**config.mk**
```make
export PLATFORM = sky130hd
export DESIGN_NAME = mask_pipeline_top
export DESIGN_NICKNAME = d
export VERILOG_FILES = /design/src/source/video_timing_pkg.sv /design/src/source/pixel_format_pkg.sv /design/src/source/raster_timing.sv /design/src/source/color_convert.sv /design/src/source/mask_threshold.sv /design/src/source/mask_binner.sv /design/src/source/video_mux.sv /design/src/source/mask_pipeline_top.sv
export SDC_FILE = /design/constraint.sdc
export NUM_CORES = 2
export LEC_CHECK = 0
export BUFFER_PORTS_ARGS = -buffer_cell sky130_fd_sc_hd__buf_4
export CELL_PAD_IN_SITES_DETAIL_PLACEMENT = 0
export CELL_PAD_IN_SITES_GLOBAL_PLACEMENT = 2
export CORE_MARGIN = 3
export CORE_UTILIZATION = 34
export CTS_CLUSTER_SIZE = 12
export DETAILED_ROUTE_END_ITERATION = 7
export PLACE_DENSITY_LB_ADDON = 0.25
export SYNTH_ARGS = -nofsm -noshare
export SYNTH_HDL_FRONTEND = slang
export SYNTH_SLANG_ARGS = --single-unit
```
**constraint.sdc**
```tcl
create_clock -name clk_pixel -period 13.05 [get_ports clk_pixel]
set_clock_uncertainty 0.2 [all_clocks]
set_input_delay 2.61 -clock clk_pixel [delete_from_list [all_inputs] [get_ports clk_pixel]]
set_output_delay 2.61 -clock clk_pixel [all_outputs]
set_load 0.005 [all_outputs]
```
**src/source/video_timing_pkg.sv**
```systemverilog
package video_timing_pkg;

  // default raster is 720p60
  localparam int H_ACTIVE_DEF = 1280;  // visible pixels per line
  localparam int V_ACTIVE_DEF = 720;   // visible lines per frame

  // horizontal blanking, in pixels
  localparam int H_FRONT_DEF = 110;
  localparam int H_SYNC_DEF  = 40;
  localparam int H_BACK_DEF  = 220;

  // vertical blanking, in lines
  localparam int V_FRONT_DEF = 5;
  localparam int V_SYNC_DEF  = 5;
  localparam int V_BACK_DEF  = 20;

  // position counter widths, wide enough for the full 720p totals
  localparam int HPOS_W = 12;  // up to 4095 columns
  localparam int VPOS_W = 11;  // up to 2047 lines

  // cycles from pixel accept to the mask stage output
  localparam int PIPE_DEPTH = 4;

endpackage

```
**src/source/pixel_format_pkg.sv**
```systemverilog
package pixel_format_pkg;

  localparam int PIX565_W = 16;        // incoming rgb565 word
  localparam int CH_W     = 8;         // one expanded channel
  localparam int RGB_W    = 3 * CH_W;  // packed r,g,b

  // shown in place of a pixel that arrives without valid
  localparam logic [PIX565_W-1:0] FILL_COLOR = 16'h2277;

  // display modes, picked by sw[5:4]
  localparam logic [1:0] MODE_CAMERA  = 2'd0;
  localparam logic [1:0] MODE_LUMA    = 2'd1;
  localparam logic [1:0] MODE_MASK    = 2'd2;
  localparam logic [1:0] MODE_OVERLAY = 2'd3;

  localparam logic [RGB_W-1:0] OVERLAY_COLOR = 24'hff00ff;  // magenta

  // bt.601 coefficients scaled by 256, signs applied in color_convert
  localparam int Y_R  = 66;
  localparam int Y_G  = 129;
  localparam int Y_B  = 25;
  localparam int CB_R = 38;   // subtracted
  localparam int CB_G = 74;   // subtracted
  localparam int CB_B = 112;
  localparam int CR_R = 112;
  localparam int CR_G = 94;   // subtracted
  localparam int CR_B = 18;   // subtracted

  localparam int ROUND_C = 128;  // half lsb before the >> 8
  localparam int Y_OFS   = 16;
  localparam int C_OFS   = 128;

  localparam int BIN_MAJORITY = 2;  // ones needed out of a 2x2 block

endpackage

```
**src/source/raster_timing.sv**
```systemverilog
`timescale 1ns/1ps
`default_nettype none

module raster_timing import video_timing_pkg::*; #(
  parameter int H_ACTIVE = H_ACTIVE_DEF,
  parameter int V_ACTIVE = V_ACTIVE_DEF,
  parameter int H_FRONT  = H_FRONT_DEF,
  parameter int H_SYNC   = H_SYNC_DEF,
  parameter int H_BACK   = H_BACK_DEF,
  parameter int V_FRONT  = V_FRONT_DEF,
  parameter int V_SYNC   = V_SYNC_DEF,
  parameter int V_BACK   = V_BACK_DEF
) (
  input  logic              clk_pixel,
  input  logic              sys_rst_pixel,
  input  logic              pixel_tlast_i,
  output logic              pixel_ready_o,
  output logic              accept_o,     // pixel taken this cycle
  output logic [HPOS_W-1:0] hpos_d_o,     // everything *_d_o is PIPE_DEPTH late
  output logic [VPOS_W-1:0] vpos_d_o,
  output logic              active_d_o,
  output logic              hsync_d_o,
  output logic              vsync_d_o,
  output logic              accept_d_o
);

  localparam int H_TOTAL = H_ACTIVE + H_FRONT + H_SYNC + H_BACK;
  localparam int V_TOTAL = V_ACTIVE + V_FRONT + V_SYNC + V_BACK;
  localparam logic [HPOS_W-1:0] H_LAST = HPOS_W'(H_TOTAL - 1);
  localparam logic [VPOS_W-1:0] V_LAST = VPOS_W'(V_TOTAL - 1);

  logic [HPOS_W-1:0] hcount;
  logic [VPOS_W-1:0] vcount;
  logic              running;  // low for one cycle after reset, raster held at 0,0
  logic              active;
  logic              hsync;
  logic              vsync;
  logic              at_last;  // last visible pixel of the frame

  logic [3:0]        ctrl_pipe [PIPE_DEPTH];  // {accept, active, hsync, vsync}
  logic [HPOS_W-1:0] hpos_pipe [PIPE_DEPTH];
  logic [VPOS_W-1:0] vpos_pipe [PIPE_DEPTH];

  always_ff @(posedge clk_pixel) begin
    if (sys_rst_pixel) begin
      hcount  <= '0;
      vcount  <= '0;
      running <= 1'b0;
    end else begin
      running <= 1'b1;
      if (running) begin
        if (hcount == H_LAST) begin
          hcount <= '0;
          vcount <= (vcount == V_LAST) ? '0 : vcount + 1'b1;  // wrap at frame end
        end else begin
          hcount <= hcount + 1'b1;
        end
      end
    end
  end

  assign active  = running && (hcount < HPOS_W'(H_ACTIVE)) && (vcount < VPOS_W'(V_ACTIVE));
  assign hsync   = (hcount >= HPOS_W'(H_ACTIVE + H_FRONT)) &&
                   (hcount < HPOS_W'(H_ACTIVE + H_FRONT + H_SYNC));
  assign vsync   = (vcount >= VPOS_W'(V_ACTIVE + V_FRONT)) &&
                   (vcount < VPOS_W'(V_ACTIVE + V_FRONT + V_SYNC));
  assign at_last = (hcount == HPOS_W'(H_ACTIVE - 1)) && (vcount == VPOS_W'(V_ACTIVE - 1));

  // an early tlast stalls the source until the raster catches up with it
  assign pixel_ready_o = active && (!pixel_tlast_i || at_last);
  assign accept_o      = pixel_ready_o;  // no back-pressure, ready alone takes the pixel

  // control half of the delay line
  always_ff @(posedge clk_pixel) begin
    if (sys_rst_pixel) begin
      for (int i = 0; i < PIPE_DEPTH; i++) begin
        ctrl_pipe[i] <= '0;
      end
    end else begin
      ctrl_pipe[0] <= {accept_o, active, hsync, vsync};
      for (int i = 1; i < PIPE_DEPTH; i++) begin
        ctrl_pipe[i] <= ctrl_pipe[i-1];
      end
    end
  end

  // position half, only meaningful when the matching accept is set
  always_ff @(posedge clk_pixel) begin
    hpos_pipe[0] <= hcount;
    vpos_pipe[0] <= vcount;
    for (int i = 1; i < PIPE_DEPTH; i++) begin
      hpos_pipe[i] <= hpos_pipe[i-1];
      vpos_pipe[i] <= vpos_pipe[i-1];
    end
  end

  assign {accept_d_o, active_d_o, hsync_d_o, vsync_d_o} = ctrl_pipe[PIPE_DEPTH-1];
  assign hpos_d_o = hpos_pipe[PIPE_DEPTH-1];
  assign vpos_d_o = vpos_pipe[PIPE_DEPTH-1];

  a_count_range: assert property (@(posedge clk_pixel) disable iff (sys_rst_pixel)
    (hcount <= H_LAST) && (vcount <= V_LAST));

  // a taken pixel must still be inside active draw when it reaches the mask stage
  a_ready_active: assert property (@(posedge clk_pixel) disable iff (sys_rst_pixel)
    pixel_ready_o |-> ##PIPE_DEPTH active_d_o);

endmodule

`default_nettype wire

```
**src/source/color_convert.sv**
```systemverilog
`timescale 1ns/1ps
`default_nettype none

module color_convert import pixel_format_pkg::*; (
  input  logic                clk_pixel,
  input  logic                pixel_valid_i,
  input  logic [PIX565_W-1:0] pixel_data_i,
  input  logic                accept_i,
  output logic [RGB_W-1:0]    rgb_o,   // lines up with y/cr/cb, t+3
  output logic [CH_W-1:0]     y_o,
  output logic [CH_W-1:0]     cr_o,
  output logic [CH_W-1:0]     cb_o
);

  logic [PIX565_W-1:0] pix;
  logic [CH_W-1:0]     r1, g1, b1;  // expanded channels, t+1
  logic [RGB_W-1:0]    rgb2;
  logic [15:0]         yr_p, yg_p, yb_p;  // products, t+2
  logic [15:0]         cbr_p, cbg_p, cbb_p;
  logic [15:0]         crr_p, crg_p, crb_p;
  logic signed [17:0]  y_sum, cb_sum, cr_sum;

  function automatic logic [CH_W-1:0] clamp_ch(input logic signed [17:0] v);
    if (v < 0) return '0;
    if (v > 255) return '1;
    return v[CH_W-1:0];
  endfunction

  assign pix = pixel_valid_i ? pixel_data_i : FILL_COLOR;  // fill when source has nothing

  // stage 1, pad low bits with zeros
  always_ff @(posedge clk_pixel) begin
    if (accept_i) begin
      r1 <= {pix[15:11], 3'b000};
      g1 <= {pix[10:5], 2'b00};
      b1 <= {pix[4:0], 3'b000};
    end
  end

  // stage 2, the nine multiplies
  always_ff @(posedge clk_pixel) begin
    yr_p  <= 16'(Y_R * r1);
    yg_p  <= 16'(Y_G * g1);
    yb_p  <= 16'(Y_B * b1);
    cbr_p <= 16'(CB_R * r1);
    cbg_p <= 16'(CB_G * g1);
    cbb_p <= 16'(CB_B * b1);
    crr_p <= 16'(CR_R * r1);
    crg_p <= 16'(CR_G * g1);
    crb_p <= 16'(CR_B * b1);
    rgb2  <= {r1, g1, b1};
  end

  // chroma sums can go negative, 18 bits signed holds the full range
  always_comb begin
    y_sum  = 18'(yr_p) + 18'(yg_p) + 18'(yb_p) + 18'(ROUND_C);
    cb_sum = 18'(cbb_p) - 18'(cbr_p) - 18'(cbg_p) + 18'(ROUND_C);
    cr_sum = 18'(crr_p) - 18'(crg_p) - 18'(crb_p) + 18'(ROUND_C);
  end

  // stage 3, scale down, offset, clamp
  always_ff @(posedge clk_pixel) begin
    y_o   <= clamp_ch((y_sum >>> 8) + $signed(18'(Y_OFS)));
    cb_o  <= clamp_ch((cb_sum >>> 8) + $signed(18'(C_OFS)));  // arithmetic shift floors
    cr_o  <= clamp_ch((cr_sum >>> 8) + $signed(18'(C_OFS)));
    rgb_o <= rgb2;
  end

endmodule

`default_nettype wire

```
**src/source/mask_threshold.sv**
```systemverilog
`timescale 1ns/1ps
`default_nettype none

module mask_threshold import pixel_format_pkg::*; (
  input  logic             clk_pixel,
  input  logic [15:0]      sw_i,
  input  logic [CH_W-1:0]  y_i,
  input  logic [CH_W-1:0]  cr_i,
  input  logic [CH_W-1:0]  cb_i,
  input  logic [RGB_W-1:0] rgb_i,
  output logic             mask_o,  // all three channels at or above cutoff
  output logic [CH_W-1:0]  y_o,     // delayed to stay with the mask
  output logic [RGB_W-1:0] rgb_o
);

  logic [CH_W-1:0] y_cut;
  logic [CH_W-1:0] cr_cut;
  logic [CH_W-1:0] cb_cut;

  // coarse cutoffs straight off the switches
  assign cr_cut = {sw_i[11:8], 4'b0000};
  assign cb_cut = {sw_i[15:12], 4'b0000};
  assign y_cut  = {sw_i[7:6], sw_i[3:1], 3'b000};  // sw[5:4] is the display mode

  always_ff @(posedge clk_pixel) begin
    mask_o <= (y_i >= y_cut) && (cr_i >= cr_cut) && (cb_i >= cb_cut);
    y_o    <= y_i;
    rgb_o  <= rgb_i;
  end

endmodule

`default_nettype wire

```
**src/source/mask_binner.sv**
```systemverilog
`timescale 1ns/1ps
`default_nettype none

module mask_binner import video_timing_pkg::*, pixel_format_pkg::*; #(
  parameter int H_ACTIVE = H_ACTIVE_DEF
) (
  input  logic              clk_pixel,
  input  logic              sys_rst_pixel,
  input  logic              mask_i,
  input  logic              valid_i,      // delayed accept
  input  logic [HPOS_W-1:0] hpos_i,
  input  logic [VPOS_W-1:0] vpos_i,
  output logic              bin_valid_o,
  output logic              bin_bit_o,    // majority of the 2x2 block
  output logic [HPOS_W-2:0] bin_h_o,      // block column
  output logic [VPOS_W-2:0] bin_v_o       // block row
);

  localparam int LB_DEPTH = H_ACTIVE / 2;
  localparam int LB_AW    = (LB_DEPTH > 1) ? $clog2(LB_DEPTH) : 1;

  logic [1:0]       line_buf [LB_DEPTH];  // pair sums from the even row above
  logic             left_q;               // mask bit of the even column
  logic [1:0]       pair_sum;
  logic [2:0]       block_sum;
  logic [LB_AW-1:0] lb_addr;
  logic             pair_done;            // second pixel of a horizontal pair

  assign lb_addr   = hpos_i[LB_AW:1];
  assign pair_done = valid_i && hpos_i[0];
  assign pair_sum  = {1'b0, left_q} + {1'b0, mask_i};
  assign block_sum = {1'b0, line_buf[lb_addr]} + {1'b0, pair_sum};

  always_ff @(posedge clk_pixel) begin
    if (valid_i && !hpos_i[0]) begin
      left_q <= mask_i;
    end
    if (pair_done && !vpos_i[0]) begin
      line_buf[lb_addr] <= pair_sum;  // even row, park it for the next line
    end
  end

  always_ff @(posedge clk_pixel) begin
    if (sys_rst_pixel) begin
      bin_valid_o <= 1'b0;
    end else begin
      bin_valid_o <= pair_done && vpos_i[0];  // odd column of an odd row closes a block
    end
  end

  always_ff @(posedge clk_pixel) begin
    if (pair_done && vpos_i[0]) begin
      bin_bit_o <= (block_sum >= 3'(BIN_MAJORITY));
      bin_h_o   <= hpos_i[HPOS_W-1:1];
      bin_v_o   <= vpos_i[VPOS_W-1:1];
    end
  end

  // blocks close on odd columns only, so two reports are never adjacent
  a_bin_origin: assert property (@(posedge clk_pixel) disable iff (sys_rst_pixel)
    bin_valid_o |=> !bin_valid_o);

endmodule

`default_nettype wire

```
**src/source/video_mux.sv**
```systemverilog
`timescale 1ns/1ps
`default_nettype none

module video_mux import pixel_format_pkg::*; (
  input  logic             clk_pixel,
  input  logic             sys_rst_pixel,
  input  logic [1:0]       mode_i,
  input  logic             mask_i,
  input  logic [CH_W-1:0]  y_i,
  input  logic [RGB_W-1:0] rgb_i,
  input  logic             active_i,
  input  logic             hsync_i,
  input  logic             vsync_i,
  output logic [CH_W-1:0]  red_o,
  output logic [CH_W-1:0]  green_o,
  output logic [CH_W-1:0]  blue_o,
  output logic             de_o,
  output logic             hsync_o,
  output logic             vsync_o
);

  logic [RGB_W-1:0] pix_sel;

  always_comb begin
    case (mode_i)
      MODE_CAMERA:  pix_sel = rgb_i;
      MODE_LUMA:    pix_sel = {y_i, y_i, y_i};            // grey from luma
      MODE_MASK:    pix_sel = {RGB_W{mask_i}};            // white where masked
      MODE_OVERLAY: pix_sel = mask_i ? OVERLAY_COLOR : rgb_i;
      default:      pix_sel = rgb_i;
    endcase
    if (!active_i) begin
      pix_sel = '0;  // black in blanking
    end
  end

  always_ff @(posedge clk_pixel) begin
    {red_o, green_o, blue_o} <= pix_sel;
  end

  always_ff @(posedge clk_pixel) begin
    if (sys_rst_pixel) begin
      de_o    <= 1'b0;
      hsync_o <= 1'b0;
      vsync_o <= 1'b0;
    end else begin
      de_o    <= active_i;
      hsync_o <= hsync_i;
      vsync_o <= vsync_i;
    end
  end

endmodule

`default_nettype wire

```
**src/source/mask_pipeline_top.sv**
```systemverilog
`timescale 1ns/1ps
`default_nettype none

module mask_pipeline_top import video_timing_pkg::*, pixel_format_pkg::*; #(
  parameter int H_ACTIVE = H_ACTIVE_DEF,
  parameter int V_ACTIVE = V_ACTIVE_DEF,
  parameter int H_FRONT  = H_FRONT_DEF,
  parameter int H_SYNC   = H_SYNC_DEF,
  parameter int H_BACK   = H_BACK_DEF,
  parameter int V_FRONT  = V_FRONT_DEF,
  parameter int V_SYNC   = V_SYNC_DEF,
  parameter int V_BACK   = V_BACK_DEF
) (
  input  logic                clk_pixel,
  input  logic                sys_rst_pixel,
  input  logic                pixel_valid_i,
  input  logic [PIX565_W-1:0] pixel_data_i,
  input  logic                pixel_tlast_i,
  input  logic [15:0]         sw_i,
  output logic                pixel_ready_o,
  output logic [CH_W-1:0]     red_o,
  output logic [CH_W-1:0]     green_o,
  output logic [CH_W-1:0]     blue_o,
  output logic                de_o,
  output logic                hsync_o,
  output logic                vsync_o,
  output logic                bin_valid_o,
  output logic                bin_bit_o,
  output logic [HPOS_W-2:0]   bin_h_o,
  output logic [VPOS_W-2:0]   bin_v_o
);

  logic              accept;                      // t
  logic [RGB_W-1:0]  rgb_c;                       // t+3
  logic [CH_W-1:0]   y_c, cr_c, cb_c;
  logic              mask_m;                      // t+4
  logic [CH_W-1:0]   y_m;
  logic [RGB_W-1:0]  rgb_m;
  logic [HPOS_W-1:0] hpos_d;                      // t+4 from the delay line
  logic [VPOS_W-1:0] vpos_d;
  logic              active_d, hsync_d, vsync_d, accept_d;

  raster_timing #(
    .H_ACTIVE(H_ACTIVE), .V_ACTIVE(V_ACTIVE),
    .H_FRONT(H_FRONT), .H_SYNC(H_SYNC), .H_BACK(H_BACK),
    .V_FRONT(V_FRONT), .V_SYNC(V_SYNC), .V_BACK(V_BACK)
  ) u_timing (
    .clk_pixel(clk_pixel), .sys_rst_pixel(sys_rst_pixel), .pixel_tlast_i(pixel_tlast_i),
    .pixel_ready_o(pixel_ready_o), .accept_o(accept),
    .hpos_d_o(hpos_d), .vpos_d_o(vpos_d), .active_d_o(active_d),
    .hsync_d_o(hsync_d), .vsync_d_o(vsync_d), .accept_d_o(accept_d)
  );

  color_convert u_convert (
    .clk_pixel(clk_pixel), .pixel_valid_i(pixel_valid_i), .pixel_data_i(pixel_data_i),
    .accept_i(accept), .rgb_o(rgb_c), .y_o(y_c), .cr_o(cr_c), .cb_o(cb_c)
  );

  mask_threshold u_threshold (
    .clk_pixel(clk_pixel), .sw_i(sw_i), .y_i(y_c), .cr_i(cr_c), .cb_i(cb_c),
    .rgb_i(rgb_c), .mask_o(mask_m), .y_o(y_m), .rgb_o(rgb_m)
  );

  mask_binner #(.H_ACTIVE(H_ACTIVE)) u_binner (
    .clk_pixel(clk_pixel), .sys_rst_pixel(sys_rst_pixel), .mask_i(mask_m),
    .valid_i(accept_d), .hpos_i(hpos_d), .vpos_i(vpos_d), .bin_valid_o(bin_valid_o),
    .bin_bit_o(bin_bit_o), .bin_h_o(bin_h_o), .bin_v_o(bin_v_o)
  );

  video_mux u_mux (
    .clk_pixel(clk_pixel), .sys_rst_pixel(sys_rst_pixel), .mode_i(sw_i[5:4]),
    .mask_i(mask_m), .y_i(y_m), .rgb_i(rgb_m), .active_i(active_d),
    .hsync_i(hsync_d), .vsync_i(vsync_d), .red_o(red_o), .green_o(green_o),
    .blue_o(blue_o), .de_o(de_o), .hsync_o(hsync_o), .vsync_o(vsync_o)
  );

endmodule

`default_nettype wire

```
==> Flow_metrics.wiki <==
{| class="wikitable"
! Metric !! Value
|-
| Highest metal layer with signal wires || met5
|-
| Sort of element at the end of the critical path || output pin
|-
| Wire length reported by the detailed router || between 150 and 200 mm
|-
| Crit-path leading delay family || compound AO/OA/AOI/OAI gates
|-
| Synth area leader || edfxtp_1
|-
| Total number of vias || between 30000 and 40000
|-
| DRT met1 WL || between 80 and 90 mm
|-
| Placer Congestion || ~0.78
|-
| Synth cell types || between 80 and 90
|-
| Highest achievable clock rate || roughly 150 MHz
|-
| Kind of path behind the tightest hold check || flip-flop to flip-flop
|-
| CTS hold repair buffers || 0
|-
| RSZ-0062 raised after global routing || false
|-
| Outcome || completed
|-
| Die height || 450 um
|-
| CTS HTree Levels || 4
|-
| Share of async-settable or async-resettable flops after synthesis || 0
|-
| Most frequent cells after synthesis || edfxtp_1 (1319), nor2_1 (765), mux2i_1 (363), dfxtp_1 (293), ha_1 (195)
|-
| Row cnt || between 150 and 200
|-
| Synthesized netlist net count || ~4800
|-
| Leak pwr || 24.5 nW
|-
| Top area cells in the synthesized netlist || edfxtp_1 (59%), dfxtp_1 (8.8%), mux2i_1 (5.4%)
|-
| Global router's overall resource usage || 0.186
|-
| Num CTS Buffers || around 180
|-
| Full die area || 0.202 mm^2
|-
| Worst IR Drop VDD || 137 uV
|-
| Drc violations || 0
|-
| CTS Root Buffer Type || clkbuf_16
|-
| Initial detailed-routing violation count || about 3400
|-
| Reg-to-Reg Start || u_timing.hpos_pipe[3][2]$_DFF_P_
|-
| Syn. warnings || 0
|-
| Buffering stage count on the worst path with inverters included || 2
|-
| Worst-skew pair later-pin latency || between 0.8 and 0.9 ns
|-
| Overflow left after global routing || 0
|-
| Global-route wire length before repair || approximately 270 mm
|-
| Count of placed standard cells including taps || between 7000 and 8000
|-
| Clock Power Share || 0.376
|-
| TritonCTS clock tree || done
|-
| Switching part of the total || 0.261
|-
| Reg2reg setup slack || between 7 and 8 ns
|-
| Combinational share of power || 0.161
|-
| Last element of the critical path || pixel_ready_o
|-
| Final-layout setup total negative slack || 0 ns
|-
| Classification of the worst setup path || primary input to output pin
|-
| Die width || approximately 450 um
|-
| Placement Cell Area || around 0.070 mm^2
|-
| Routed length per placed instance || 25.8 um
|-
| Max-cap violations || 0
|-
| Number of global-route vias before repair || ~39000
|-
| Peak fanout along the critical path || 18
|-
| Final worst path period share || 0.502
|-
| Final ANT Viol Nets || 0
|-
| Origin of the worst setup path || pixel_tlast_i
|-
| Quantity of I/O buffers inserted on ports || 85
|-
| Most frequently used flop master after synthesis || edfxtp_1
|-
| Logic depth of the worst path, buffers included || 3
|-
| Final-layout worst hold slack || 0.120 ns
|-
| CTS clock-pin slew for the worst setup and hold paths || roughly 0.06 ns
|-
| Initial antenna violation count || 12
|-
| Final Critical Period || 6.55 ns
|-
| Worst slew slack as a fraction of its limit || 0.185
|-
| Count of placed standard cells in the final layout, fillers left out || roughly 7500
|-
| Slowest library cell on the worst path || a21oi_2
|-
| Post-CTS setup buffers || 0
|-
| Max incr delay on CP || 0.77 ns
|-
| Final instance area || 0.0761 mm^2
|-
| Tightest Pin Transition || 1.22 ns
|-
| Most prevalent standard cell on the critical path || buf_4
|-
| Met3 Routed Length || between 10 and 15 mm
|-
| Post-synthesis area per instance || ~15 um^2
|-
| Post-Synthesis Cells || roughly 4600
|-
| Post-synth EDFFs || 1319
|-
| Data required time of the worst path || around 10 ns
|-
| Buffers from clock root to sink, at most || 3
|-
| Top-level I/O count || 87
|-
| Post-route core utilization || 0.390
|-
| Crit Reg-Reg Endpoint || u_binner.bin_bit_o$_DFFE_PP_
|-
| Flip-flop and latch count after synthesis || around 1600
|-
| Core Region || between 0.15 and 0.2 mm^2
|-
| Largest net degree at the start of global routing || around 210
|-
| Count of nets after finishing || 4939
|-
| DR pass1 iterations || 5
|-
| Register share of total power || 0.463
|-
| Share of cells above drive strength 1 || 0.133
|-
| Hold violation total from the final report || 0
|-
| Worst reg2reg path depth || 12
|-
| Total of cells resized after clock tree synthesis || 0
|-
| Worst Setup Start Kind || primary input
|-
| Clock net sink count || approximately 1600
|-
| Via count normalized by instance count || ~5.2
|-
| Part of the Yosys area used for sequential elements || 0.678
|-
| Internal power || between 9 and 10 mW
|-
| CP Data Arrival Time || about 3.7 ns
|-
| Layout overhead on the synthesized area || 13.6%
|-
| Routed met2 length || about 89 mm
|-
| Switching Power || roughly 3.4 mW
|-
| Number of max-slew violations in the final report || 0
|-
| Most numerous cell in the Yosys netlist || edfxtp_1
|-
| Netlist area before placement || 0.0670 mm^2
|-
| Fill cells || 18500
|-
| Effective utilization at floorplan || 0.343
|-
| Final number of setup-violating endpoints || 0
|-
| Yosys top cell area share || 0.591
|-
| List of cells traversed by the critical path || buf_4, a21oi_2, buf_4
|-
| Power density relative to cell area || roughly 170 mW/mm^2
|-
| Half-perimeter wire length of the detailed placement result || between 100 and 150 mm
|}
## kinds of logic (layout without fill, tap and decap cells)
kind of cell / after synthesis / in the layout / share of synthesized area
flops: 1612 / 1612 / 0.678
simple gates: 1198 / 1198 / 0.0780
mux: 527 / 527 / 0.107
compound gates: 520 / 520 / 0.0499
buf+inv: 397 / 658 / 0.0308
fa+ha+maj: 220 / 220 / 0.0439
xor+xnor: 90 / 90 / 0.0118
other cells: 0 / 7 / 0
## worst min path at each step
stage                                           start                           endpoint  depth (start not counted)
floorplan                   u_convert.rgb2[6]$_DFF_P_         u_convert.rgb_o[6]$_DFF_P_                          0
global placement     u_timing.hpos_pipe[2][5]$_DFF_P_   u_timing.hpos_pipe[3][5]$_DFF_P_                          0
detailed placement        u_convert.rgb_o[21]$_DFF_P_      u_threshold.rgb_o[21]$_DFF_P_                          0
CTS                 u_timing.vpos_pipe[0][10]$_DFF_P_  u_timing.vpos_pipe[1][10]$_DFF_P_                          0
global route        u_timing.vpos_pipe[0][10]$_DFF_P_  u_timing.vpos_pipe[1][10]$_DFF_P_                          0
finish                      u_convert.rgb2[6]$_DFF_P_         u_convert.rgb_o[6]$_DFF_P_                          0
## per-stage QoR
step	setup WS (ns)	power [mW]
6_report	6.50	13.1
5_1_grt	6.34	13.7
4_1_cts	6.42	13.2
3_5_place_dp	6.43	8.29
3_3_place_gp	6.45	8.28
2_1_floorplan	2.17	7.92
## flip-flops by register name, indices dropped and copies added, names as in the netlist, 8 cells and up
signal and flops:
u_binner.bin_h_o 11, u_binner.bin_v_o 10, u_binner.line_buf 1280, u_convert.cb_o 8, u_convert.cbg_p 10, u_convert.cbr_p 9
u_convert.cr_o 8, u_convert.crg_p 11, u_convert.rgb2 15, u_convert.rgb_o 16, u_convert.y_o 8, u_mux.blue_o 8
u_mux.green_o 8, u_threshold.rgb_o 16, u_threshold.y_o 8, u_timing.ctrl_pipe 16, u_timing.hcount 12, u_timing.hpos_pipe 48
u_timing.vcount 11, u_timing.vpos_pipe 44
## placed cells by master, fill, tap and decap left out, types with 40 or more instances in the layout
master        n
a21oi_1     107
buf_4       195
clkbuf_1     59
clkbuf_16   180
dfxtp_1     287
edfxtp_1   1319
ha_1        194
inv_1       139
mux2i_1     363
mux4_2      138
nand2_1     145
nand3_1      46
nor2_1      765
nor3_1       40
o21ai_0      82
o22ai_1     151
xnor2_1      53
## metal layers
metal,vias up,global-route usage
met3,296,0.0397
li1,17300,-
met4,4,0.0573
met1,19700,0.260
met2,1137,0.292
met5,-,0
## power groups by stage
stage	clock network [mW]	registers, mW	logic, mW
after CTS	5.04	6.05	2.15
final	4.92	6.05	2.10
after floorplan	0	6.34	1.58
after global placement	0	6.15	2.13
after detailed placement	0	6.16	2.13
after global routing	5.24	6.05	2.40
## cell type report
type | count | area, um^2 | share of cell area
Sequential cell | 1612 | 45500 | 0.597
Multi-Input combinational cell | 2555 | 19600 | 0.257
Clock buffer | 249 | 4860 | 0.0639
Tap cell | 2624 | 3280 | 0.0431
Timing Repair Buffer | 200 | 1560 | 0.0205
Clock inverter | 70 | 847 | 0.0111
Inverter | 139 | 522 | 0.00685
Antenna cell | 7 | 17.5 | 0.000230
Note: power is estimated with default switching activity, not from simulation.
